$ cat src/rv_pkg.sv
package rv_pkg;

  // Machine widths
  localparam int XLEN       = 32;
  localparam int REG_IDX_W  = 5;
  localparam int WORD_BYTES = 4;

  // funct7 patterns for the base integer set
  localparam logic [6:0] F7_BASE = 7'b0000000;
  localparam logic [6:0] F7_ALT  = 7'b0100000;

  // Only word-sized loads and stores are supported
  localparam logic [2:0] F3_WORD = 3'b010;

  // Major opcodes, bits [6:0] of the instruction
  typedef enum logic [6:0] {
    OPC_LOAD     = 7'b0000011,
    OPC_MISC_MEM = 7'b0001111,
    OPC_OP_IMM   = 7'b0010011,
    OPC_AUIPC    = 7'b0010111,
    OPC_STORE    = 7'b0100011,
    OPC_OP       = 7'b0110011,
    OPC_LUI      = 7'b0110111,
    OPC_BRANCH   = 7'b1100011,
    OPC_JALR     = 7'b1100111,
    OPC_JAL      = 7'b1101111,
    OPC_SYSTEM   = 7'b1110011
  } opcode_e;

  // ALU operations
  typedef enum logic [3:0] {
    ALU_ADD  = 4'd0,
    ALU_SUB  = 4'd1,
    ALU_SLL  = 4'd2,
    ALU_SLT  = 4'd3,
    ALU_SLTU = 4'd4,
    ALU_XOR  = 4'd5,
    ALU_SRL  = 4'd6,
    ALU_SRA  = 4'd7,
    ALU_OR   = 4'd8,
    ALU_AND  = 4'd9
  } alu_op_e;

  // Branch conditions, encoded as funct3
  typedef enum logic [2:0] {
    BR_BEQ  = 3'b000,
    BR_BNE  = 3'b001,
    BR_BLT  = 3'b100,
    BR_BGE  = 3'b101,
    BR_BLTU = 3'b110,
    BR_BGEU = 3'b111
  } branch_e;

  // Register writeback source
  typedef enum logic [1:0] {
    WB_ALU      = 2'd0,
    WB_LOAD     = 2'd1,
    WB_PC_PLUS4 = 2'd2,
    WB_IMM      = 2'd3
  } wb_sel_e;

endpackage

$ cat src/reg_file.sv
`timescale 1ns/1ps

module reg_file
  import rv_pkg::*;
#(
  parameter int NUM_REGS = 32
) (
  input  logic                 clk,
  input  logic                 rst,
  input  logic [REG_IDX_W-1:0] i_rs1,
  input  logic [REG_IDX_W-1:0] i_rs2,
  input  logic [REG_IDX_W-1:0] i_rd,
  input  logic [XLEN-1:0]      i_rd_data,
  input  logic                 i_we,
  output logic [XLEN-1:0]      o_rs1_data,
  output logic [XLEN-1:0]      o_rs2_data
);

  localparam int IDX_W = $clog2(NUM_REGS);

  logic [XLEN-1:0] regs [NUM_REGS];

  // Indices above the implemented set read as zero (RV32E)
  assign o_rs1_data = (int'(i_rs1) < NUM_REGS) ? regs[i_rs1[IDX_W-1:0]] : '0;
  assign o_rs2_data = (int'(i_rs2) < NUM_REGS) ? regs[i_rs2[IDX_W-1:0]] : '0;

  always_ff @(posedge clk) begin
    if (rst) begin
      for (int i = 0; i < NUM_REGS; i++) begin
        regs[i] <= '0;
      end
    end else if (i_we && i_rd != '0 && int'(i_rd) < NUM_REGS) begin
      regs[i_rd[IDX_W-1:0]] <= i_rd_data;
    end
  end

  // x0 never picks up a value from any earlier write
  a_x0_rs1: assert property (@(posedge clk) disable iff (rst)
    (i_rs1 == '0) |-> (o_rs1_data == '0));
  a_x0_rs2: assert property (@(posedge clk) disable iff (rst)
    (i_rs2 == '0) |-> (o_rs2_data == '0));

endmodule

$ cat src/insn_decoder.sv
`timescale 1ns/1ps

module insn_decoder
  import rv_pkg::*;
(
  input  logic [XLEN-1:0]      i_insn,
  output logic [REG_IDX_W-1:0] o_rs1,
  output logic [REG_IDX_W-1:0] o_rs2,
  output logic [REG_IDX_W-1:0] o_rd,
  output logic [XLEN-1:0]      o_imm,
  output alu_op_e              o_alu_op,
  output logic                 o_alu_src_imm,
  output logic                 o_alu_src_pc,
  output wb_sel_e              o_wb_sel,
  output logic                 o_reg_we,
  output logic                 o_load,
  output logic                 o_store,
  output logic                 o_branch,
  output logic                 o_jal,
  output logic                 o_jalr,
  output logic                 o_halt,
  output logic                 o_illegal
);

  opcode_e         opcode;
  logic [2:0]      funct3;
  logic [6:0]      funct7;
  logic            is_reg;
  logic            is_ecall;
  alu_op_e         arith_op;
  logic            arith_bad;
  logic [XLEN-1:0] imm_i;
  logic [XLEN-1:0] imm_s;
  logic [XLEN-1:0] imm_b;
  logic [XLEN-1:0] imm_u;
  logic [XLEN-1:0] imm_j;

  assign opcode = opcode_e'(i_insn[6:0]);
  assign funct3 = i_insn[14:12];
  assign funct7 = i_insn[31:25];
  assign o_rd   = i_insn[11:7];
  assign o_rs1  = i_insn[19:15];
  assign o_rs2  = i_insn[24:20];

  // Sign-extended immediates for each format
  assign imm_i = {{(XLEN-12){i_insn[31]}}, i_insn[31:20]};
  assign imm_s = {{(XLEN-12){i_insn[31]}}, i_insn[31:25], i_insn[11:7]};
  assign imm_b = {{(XLEN-13){i_insn[31]}}, i_insn[31], i_insn[7], i_insn[30:25],
                  i_insn[11:8], 1'b0};
  assign imm_u = {i_insn[31:12], 12'b0};
  assign imm_j = {{(XLEN-21){i_insn[31]}}, i_insn[31], i_insn[19:12], i_insn[20],
                  i_insn[30:21], 1'b0};

  assign is_reg   = (opcode == OPC_OP);
  assign is_ecall = (opcode == OPC_SYSTEM) && (i_insn[31:7] == '0);

  // Shared funct3/funct7 mapping for OP and OP-IMM
  always_comb begin
    arith_op  = ALU_ADD;
    arith_bad = 1'b0;
    case (funct3)
      3'b000: begin
        arith_op  = (is_reg && funct7 == F7_ALT) ? ALU_SUB : ALU_ADD;
        arith_bad = is_reg && funct7 != F7_BASE && funct7 != F7_ALT;
      end
      3'b001: begin
        arith_op  = ALU_SLL;
        arith_bad = funct7 != F7_BASE;
      end
      3'b010: begin
        arith_op  = ALU_SLT;
        arith_bad = is_reg && funct7 != F7_BASE;
      end
      3'b011: begin
        arith_op  = ALU_SLTU;
        arith_bad = is_reg && funct7 != F7_BASE;
      end
      3'b100: begin
        arith_op  = ALU_XOR;
        arith_bad = is_reg && funct7 != F7_BASE;
      end
      3'b101: begin
        arith_op  = (funct7 == F7_ALT) ? ALU_SRA : ALU_SRL;
        arith_bad = funct7 != F7_BASE && funct7 != F7_ALT;
      end
      3'b110: begin
        arith_op  = ALU_OR;
        arith_bad = is_reg && funct7 != F7_BASE;
      end
      3'b111: begin
        arith_op  = ALU_AND;
        arith_bad = is_reg && funct7 != F7_BASE;
      end
    endcase
  end

  always_comb begin
    o_imm         = imm_i;
    o_alu_op      = ALU_ADD;
    o_alu_src_imm = 1'b0;
    o_alu_src_pc  = 1'b0;
    o_wb_sel      = WB_ALU;
    o_reg_we      = 1'b0;
    o_load        = 1'b0;
    o_store       = 1'b0;
    o_branch      = 1'b0;
    o_jal         = 1'b0;
    o_jalr        = 1'b0;
    o_illegal     = 1'b0;
    case (opcode)
      OPC_LUI: begin
        o_imm    = imm_u;
        o_wb_sel = WB_IMM;
        o_reg_we = 1'b1;
      end
      OPC_AUIPC: begin
        o_imm         = imm_u;
        o_alu_src_pc  = 1'b1;
        o_alu_src_imm = 1'b1;
        o_reg_we      = 1'b1;
      end
      OPC_JAL: begin
        o_imm    = imm_j;
        o_jal    = 1'b1;
        o_wb_sel = WB_PC_PLUS4;
        o_reg_we = 1'b1;
      end
      OPC_JALR: begin
        o_alu_src_imm = 1'b1;
        o_jalr        = 1'b1;
        o_wb_sel      = WB_PC_PLUS4;
        o_reg_we      = 1'b1;
      end
      OPC_BRANCH: begin
        // Condition comes from the ALU compare, target from the PC adder
        o_imm     = imm_b;
        o_alu_op  = ALU_SUB;
        o_branch  = 1'b1;
        o_illegal = (funct3 == 3'b010) || (funct3 == 3'b011);
      end
      OPC_LOAD: begin
        o_alu_src_imm = 1'b1;
        o_load        = 1'b1;
        o_wb_sel      = WB_LOAD;
        o_reg_we      = 1'b1;
        o_illegal     = funct3 != F3_WORD;
      end
      OPC_STORE: begin
        o_imm         = imm_s;
        o_alu_src_imm = 1'b1;
        o_store       = 1'b1;
        o_illegal     = funct3 != F3_WORD;
      end
      OPC_OP_IMM: begin
        o_alu_op      = arith_op;
        o_alu_src_imm = 1'b1;
        o_reg_we      = 1'b1;
        o_illegal     = arith_bad;
      end
      OPC_OP: begin
        o_alu_op  = arith_op;
        o_reg_we  = 1'b1;
        o_illegal = arith_bad;
      end
      // FENCE does nothing on a single in-order core
      OPC_MISC_MEM: begin
      end
      OPC_SYSTEM: o_illegal = !is_ecall;
      default:    o_illegal = 1'b1;
    endcase

    // A halting instruction has no side effects
    o_halt = is_ecall || o_illegal;
    if (o_halt) begin
      o_reg_we = 1'b0;
      o_load   = 1'b0;
      o_store  = 1'b0;
      o_branch = 1'b0;
      o_jal    = 1'b0;
      o_jalr   = 1'b0;
    end
  end

endmodule

$ cat src/alu.sv
`timescale 1ns/1ps

module alu
  import rv_pkg::*;
(
  input  alu_op_e         i_op,
  input  logic [XLEN-1:0] i_a,
  input  logic [XLEN-1:0] i_b,
  input  branch_e         i_branch_cond,
  output logic [XLEN-1:0] o_result,
  output logic            o_taken
);

  localparam int SHAMT_W = $clog2(XLEN);

  logic [SHAMT_W-1:0] shamt;
  logic [XLEN-1:0]    diff;
  logic               eq;
  logic               lt_s;
  logic               lt_u;

  assign shamt = i_b[SHAMT_W-1:0];
  assign diff  = i_a - i_b;

  // Compare results, shared by SLT/SLTU and the branches
  assign eq   = (diff == '0);
  assign lt_s = $signed(i_a) < $signed(i_b);
  assign lt_u = i_a < i_b;

  always_comb begin
    case (i_op)
      ALU_ADD:  o_result = i_a + i_b;
      ALU_SUB:  o_result = diff;
      ALU_SLL:  o_result = i_a << shamt;
      ALU_SLT:  o_result = XLEN'(lt_s);
      ALU_SLTU: o_result = XLEN'(lt_u);
      ALU_XOR:  o_result = i_a ^ i_b;
      ALU_SRL:  o_result = i_a >> shamt;
      ALU_SRA:  o_result = $unsigned($signed(i_a) >>> shamt);
      ALU_OR:   o_result = i_a | i_b;
      ALU_AND:  o_result = i_a & i_b;
      default:  o_result = '0;
    endcase
  end

  always_comb begin
    case (i_branch_cond)
      BR_BEQ:  o_taken = eq;
      BR_BNE:  o_taken = !eq;
      BR_BLT:  o_taken = lt_s;
      BR_BGE:  o_taken = !lt_s;
      BR_BLTU: o_taken = lt_u;
      BR_BGEU: o_taken = !lt_u;
      // funct3 010 and 011 are rejected by the decoder
      default: o_taken = 1'b0;
    endcase
  end

endmodule

$ cat src/rv_core.sv
`timescale 1ns/1ps

module rv_core
  import rv_pkg::*;
#(
  parameter logic [XLEN-1:0] RESET_PC = '0,
  parameter int              NUM_REGS = 32
) (
  input  logic                  clk,
  input  logic                  rst,
  input  logic [XLEN-1:0]       i_insn,
  input  logic [XLEN-1:0]       i_dmem_rdata,
  output logic [XLEN-1:0]       o_pc,
  output logic [XLEN-1:0]       o_dmem_addr,
  output logic [XLEN-1:0]       o_dmem_wdata,
  output logic [WORD_BYTES-1:0] o_dmem_we,
  output logic                  o_halt,
  output logic                  o_illegal
);

  localparam int ADDR_LSB = $clog2(WORD_BYTES);

  logic [REG_IDX_W-1:0] rs1;
  logic [REG_IDX_W-1:0] rs2;
  logic [REG_IDX_W-1:0] rd;
  logic [XLEN-1:0]      imm;
  alu_op_e              alu_op;
  logic                 alu_src_imm;
  logic                 alu_src_pc;
  wb_sel_e              wb_sel;
  logic                 reg_we;
  logic                 is_load;
  logic                 is_store;
  logic                 is_branch;
  logic                 is_jal;
  logic                 is_jalr;

  logic [XLEN-1:0]      rs1_data;
  logic [XLEN-1:0]      rs2_data;
  logic [XLEN-1:0]      alu_a;
  logic [XLEN-1:0]      alu_b;
  logic [XLEN-1:0]      alu_result;
  logic                 taken;

  logic [XLEN-1:0]      pc_q;
  logic [XLEN-1:0]      pc_next;
  logic [XLEN-1:0]      pc_plus4;
  logic [XLEN-1:0]      pc_target;
  logic [XLEN-1:0]      jalr_target;
  logic [ADDR_LSB-1:0]  mem_offset;
  logic                 mem_misaligned;
  logic [XLEN-1:0]      rd_data;
  logic                 rd_we;

  insn_decoder u_decoder (
    .i_insn       (i_insn),
    .o_rs1        (rs1),
    .o_rs2        (rs2),
    .o_rd         (rd),
    .o_imm        (imm),
    .o_alu_op     (alu_op),
    .o_alu_src_imm(alu_src_imm),
    .o_alu_src_pc (alu_src_pc),
    .o_wb_sel     (wb_sel),
    .o_reg_we     (reg_we),
    .o_load       (is_load),
    .o_store      (is_store),
    .o_branch     (is_branch),
    .o_jal        (is_jal),
    .o_jalr       (is_jalr),
    .o_halt       (o_halt),
    .o_illegal    (o_illegal)
  );

  reg_file #(
    .NUM_REGS(NUM_REGS)
  ) u_reg_file (
    .clk       (clk),
    .rst       (rst),
    .i_rs1     (rs1),
    .i_rs2     (rs2),
    .i_rd      (rd),
    .i_rd_data (rd_data),
    .i_we      (rd_we),
    .o_rs1_data(rs1_data),
    .o_rs2_data(rs2_data)
  );

  // AUIPC feeds the PC into the A side
  assign alu_a = alu_src_pc ? pc_q : rs1_data;
  assign alu_b = alu_src_imm ? imm : rs2_data;

  alu u_alu (
    .i_op         (alu_op),
    .i_a          (alu_a),
    .i_b          (alu_b),
    .i_branch_cond(branch_e'(i_insn[14:12])),
    .o_result     (alu_result),
    .o_taken      (taken)
  );

  // Program counter
  assign pc_plus4    = pc_q + XLEN'(WORD_BYTES);
  assign pc_target   = pc_q + imm;
  assign jalr_target = {alu_result[XLEN-1:1], 1'b0};

  always_comb begin
    if (o_halt) begin
      pc_next = pc_q;
    end else if (is_jal) begin
      pc_next = pc_target;
    end else if (is_jalr) begin
      pc_next = jalr_target;
    end else if (is_branch && taken) begin
      pc_next = pc_target;
    end else begin
      pc_next = pc_plus4;
    end
  end

  always_ff @(posedge clk) begin
    if (rst) begin
      pc_q <= RESET_PC;
    end else begin
      pc_q <= pc_next;
    end
  end

  assign o_pc = pc_q;

  // Data memory uses word accesses only
  assign mem_offset     = alu_result[ADDR_LSB-1:0];
  assign mem_misaligned = (mem_offset != '0);
  assign o_dmem_addr    = {alu_result[XLEN-1:ADDR_LSB], {ADDR_LSB{1'b0}}};
  assign o_dmem_wdata   = rs2_data;
  assign o_dmem_we      = (is_store && !mem_misaligned) ? '1 : '0;

  // Writeback
  assign rd_we = reg_we && !(is_load && mem_misaligned);

  always_comb begin
    case (wb_sel)
      WB_ALU:      rd_data = alu_result;
      WB_LOAD:     rd_data = i_dmem_rdata;
      WB_PC_PLUS4: rd_data = pc_plus4;
      WB_IMM:      rd_data = imm;
      default:     rd_data = alu_result;
    endcase
  end

  a_pc_aligned: assert property (@(posedge clk) disable iff (rst)
    pc_q[ADDR_LSB-1:0] == '0);

  // Byte enables only go out for an aligned effective address
  a_store_aligned: assert property (@(posedge clk) disable iff (rst)
    (o_dmem_we != '0) |-> (o_dmem_addr == rs1_data + imm));

endmodule

$ cat config.mk
export PLATFORM = sky130hd
export DESIGN_NAME = rv_core
export DESIGN_NICKNAME = d
export VERILOG_FILES = /design/src/rv_pkg.sv /design/src/reg_file.sv /design/src/insn_decoder.sv /design/src/alu.sv /design/src/rv_core.sv
export SDC_FILE = /design/constraint.sdc
export NUM_CORES = 2
export LEC_CHECK = 0
export ABC_CLOCK_PERIOD_IN_PS = 8100
export BUFFER_PORTS_ARGS = -buffer_cell sky130_fd_sc_hd__buf_2
export CAP_MARGIN = 20
export CORE_AREA = 3 3 270 470
export DETAILED_ROUTE_END_ITERATION = 10
export DIE_AREA = 0 0 273 473
export GPL_TIMING_DRIVEN = 0
export PLACE_DENSITY = 0.86
export SLEW_MARGIN = 20
export SYNTH_ARGS = -nofsm -noshare
export SYNTH_HDL_FRONTEND = slang
export SYNTH_HIERARCHICAL = 1
export SYNTH_SLANG_ARGS = --single-unit
$ cat constraint.sdc
create_clock -name clk -period 8.1 [get_ports clk]
set_input_delay 1.215 -clock clk [delete_from_list [all_inputs] [get_ports clk]]
set_output_delay 1.215 -clock clk [all_outputs]
set_load 0.02 [all_outputs]
==> reports/metrics.csv, run 1 <==
metric;value;unit
status;did not finish;
lastStage;global routing;
firstError;[ERROR GRT-0116] Global routing finished with congestion. Check the congestion regions in the DRC Viewer.;
cts.sinks;1056;
ys_seq_elements;1056;
yosysUniqueCellTypes;116;
yosysMostFrequentCell;mux2i_1;
synthCells;6829;
hold_buffers;0;
synth-main-ff-cell;edfxtp_1;
netlist_area;71350;um2
synth_top_area_frac;0.4310;
fp-row-count;170;
synth.top_cells.by_count;1089 x mux2i_1, 1024 x edfxtp_1, 1011 x and2_1, 396 x nand2_1, 366 x a21oi_1;
root_buffer;clkbuf_16;
dp_cells;8667;
die_y;473;um
grt_pass1_vias;70910;
die_w;273;um
synth_seq_area_share;0.4400;
dpl.hpwl;279.8;mm
ios;168;
numCtsBuffers;84;
synthArstFlopShare;0;
grt_pass1_wl;550.4;mm
grt_usage;0.6066;
clock_path_buffers;3;
synth_area_leader_cell;edfxtp_1;
cts.htree.levels;3;
synth-edff-count;1024;
avgSynthCellArea;10.45;um2
io_buffers;164;
gp_congestion;1.208;
start_util;0.5793;
overflow;129;
synth_warnings;6;
synthTopCellsByArea;edfxtp_1 43%, mux2i_1 15%, and2_1 8.9%;
pre_cts_ws;-5670;ps
grt_max_degree;33;
[logic make-up after synthesis]
| family | count (synthesis) | synth area share |
|---|---|---|
| compound gates | 1328 | 0.1258 |
| xor+xnor | 74 | 0.009084 |
| fa+ha+maj | 133 | 0.02364 |
| buf+inv | 760 | 0.04837 |
| flops | 1056 | 0.4400 |
| mux | 1213 | 0.1795 |
| other cells | 2 | 0.0001053 |
| simple gates | 2263 | 0.1736 |
[metal layers]
metal  GRT overflow  GRT usage
met1              0     0.5561
met2             49     0.8820
met3              2     0.3357
met4             78     0.6894
met5              0    0.04691
[metrics by stage]
step	cell area, um2	hold slack (ps)
floorplan	71520	583.3
global placement	74390	542.4
detailed placement	74550	559.1
CTS	79580	572.4
[repair_timing]
| action | CTS |
|---|---|
| setup endpoints to repair | 2050 |
| resized for setup | 606 |
| pin swaps | 37 |
| endpoints found under the hold margin | 0 |
| setup buffers | 30 |
| cloned | 19 |
==> run 2, diff against run 1 <==
Settings changed: ABC_CLOCK_PERIOD_IN_PS 8100 to 10530, CORE_AREA 3 3 270 470 to 3 3 427 429, DIE_AREA 0 0 273 473 to 0 0 430 432, PLACE_DENSITY 0.86 to default, PLACE_DENSITY_LB_ADDON from default to 0.15.
Clock period 8.1 ns to 10.53 ns, I/O delays scaled along.
==> reports/metrics.csv, run 2 <==
metric;value;unit;change
status;finished with violations;;was did not finish
violations;setup timing;;
die_y;432;um;was 473 um
via_count;62190;;
drt-wirelength-per-cell;37.29;um;
synth_seq_area_share;0.4400;;unchanged
cts_tree;built;;
area_growth;11.98;%;
synth-edff-count;1024;;unchanged
worst-path-max-fanout;20;;
endpoint_kind;register;;
drtAntennaViolNets;0;;
reg2reg_to;u_reg_file/regs[9][9];;
grt_pass1_vias;58370;;
largest_reg_flops;1024;;
cp-start-kind;primary input;;
synthArstFlopShare;0;;unchanged
timing.setup.tns;-43520;ps;
peakVddDrop;0.0001374;V;
clkLatencyLatePin;790;ps;
wl;359.6;mm;
maxSlewViolCount;0;;
cp_num_buf_inv;7;;
rsz0062_at_grt;yes;;
cp_top_family;simple AND/OR/NAND/NOR gates;;
netlist_area;71350;um2;unchanged
numCtsBuffers;120;;was 84
start_util;0.3994;;was 0.5793
first_iter_violations;8687;;
drive_gt1_frac;0.1237;;
layout_setup_ws;-339.8;ps;
reg2reg_depth;28;;
dieArea;185800;um2;
design_area;79900;um2;
dpl.hpwl;269.7;mm;was 279.8 mm
yosysMostFrequentCell;mux2i_1;;unchanged
total_leakage_power;32.17;nW;
finalPower;13.54;mW;
fp-row-count;155;;was 170
fin_crit_sh;1.032;;
hold_class;reg2reg;;
ys_seq_elements;1056;;unchanged
grt_usage;0.3724;;
r2r-start;u_reg_file/regs[2][4];;
cp.depth;30;;
synthTopCellsByArea;edfxtp_1 43%, mux2i_1 15%, and2_1 8.9%;;unchanged
crit_required;10960;ps;
crit_end;u_reg_file/regs[9][9];;
grt_pass1_wl;481.4;mm;
route.detailed.drc;0;;
root_buffer;clkbuf_16;;unchanged
ios;168;;unchanged
finalHoldViolations;0;;
synthCells;6829;;unchanged
overflow;0;;
final_common_cell;mux2i_1;;
core-area;178600;um2;
avgSynthCellArea;10.45;um2;unchanged
startpoint;i_insn[15];;
clock_path_buffers;3;;unchanged
final_cell_mix;1089 x mux2i_1, 1024 x edfxtp_1, 1011 x and2_1;;
rrSetupSlack;1600;ps;
antenna_found_initial;41;;
fin_crit;10870;ps;
worstMarginPinSlew;1247;ps;
clk_pin_slew;60;ps;
synth.top_cells.by_count;1089 x mux2i_1, 1024 x edfxtp_1, 1011 x and2_1, 396 x nand2_1, 366 x a21oi_1;;unchanged
cts.sinks;1056;;unchanged
viasPerCell;6.448;;
fmax;92.00;MHz;
synth-main-ff-cell;edfxtp_1;;unchanged
place_area;75570;um2;was 74550 um2
p_per_area;169.5;nW/um2;
grt_max_degree;33;;
crit_type;in2reg;;
die_w;430;um;was 273 um
fin_nets;7360;;
cpPeakStageDelay;1030;ps;
cts.htree.levels;3;;unchanged
worstPathArrival;11300;ps;
maxSlewHeadroom;0.1688;;
finalClockSkew;62.82;ps;
firstDrtPassIters;8;;
io_buffers;164;;unchanged
drv_cap;0;;
synth_warnings;6;;unchanged
gp_congestion;1.023;;was 1.208
top_register;u_reg_file/regs;;
synth_top_area_frac;0.4310;;unchanged
setup-violations-final;452;;
critPathSlowestCell;nor2_2;;
synth_area_leader_cell;edfxtp_1;;unchanged
yosysUniqueCellTypes;116;;unchanged
[run 2: power by group]
part           total (mW)  internal, mW  switching [mW]
Combinational        4.52          1.13            3.39
Sequential           4.84          4.75          0.0927
Clock                4.18          2.36            1.82
[run 2: layout make-up]
cell class / count / area, um2
Antenna cell: 28 / 70.07
Inverter: 130 / 499.2
Clock inverter: 76 / 699.4
Tap cell: 2355 / 2947
Clock buffer: 147 / 3147
Sequential cell: 1056 / 31390
Multi-Input combinational cell: 5050 / 36970
Fill cell: 17070 / 98720
Timing Repair Buffer: 181 / 1100
Buffer: 622 / 3074
[run 2: worst min path at each step]
| stage | cells past startpoint | endpoint | start | slack, ps |
|---|---|---|---|---|
| finish | 2 | o_pc[21] | o_pc[21] | 620 |
| global route | 2 | o_pc[14] | o_pc[14] | 660 |
| CTS | 2 | o_pc[21] | o_pc[21] | 610 |
| detailed placement | 2 | o_pc[21] | o_pc[21] | 600 |
| global placement | 2 | o_pc[21] | o_pc[21] | 600 |
| floorplan | 2 | o_pc[0] | o_pc[0] | 580 |
[run 2: layer usage]
metal / vias up / track usage / share of wire
li1: 25880 / - / -
met1: 31110 / 0.4852 / 0.39
met2: 4213 / 0.5481 / 0.42
met3: 966 / 0.08907 / 0.11
met4: 24 / 0.2526 / 0.078
met5: - / 0 / 0.00041
[run 2: kinds of logic (layout without fill, tap and decap cells)]
group                    Yosys count  in the layout  synth area share
AND/OR/NAND/NOR                 2263           2268            0.1736
adder cells (fa/ha/maj)          133            133           0.02364
flip-flops                      1056           1056            0.4400
buffers and inverters            760           1156           0.04837
multiplexers                    1213           1213            0.1795
other                              2             62         0.0001053
XOR/XNOR                          74             74          0.009084
AO/OA/AOI/OAI                   1328           1328            0.1258
[run 2: worst reg2reg max path, delay by kind of cell (launching register included)]
family,cells,cell delay [ps]
AND/OR/NAND/NOR,11,3480
AO/OA/AOI/OAI,10,2690
buffers and inverters,4,1010
multiplexers,2,620
flip-flops,1,390
adder cells (fa/ha/maj),1,320
[run 2: what timing repair did]
| item | in CTS | in global routing |
|---|---|---|
| endpoints found under the setup margin | 2049 | 938 |
| gates resized for setup | 64 | 75 |
| cloned | 0 | 5 |
| pin swaps | 0 | 4 |
| buffers inserted | 2 | 1 |
| hold buffers | 0 | 0 |
[run 2: per-stage QoR]
step	utilization	setup WS [ps]	cells	hold WS (ps)
after floorplan	-	1161	6861	583.3
after global placement	0.4212	-5053	9380	603.5
after detailed placement	0.4231	-3328	9393	601.9
after CTS	0.4458	5.452	9611	610.9
after global routing	0.4469	-30.88	9618	664.1
final	0.4473	-339.8	9645	617.8
Note: power is estimated with default switching activity, not from simulation.
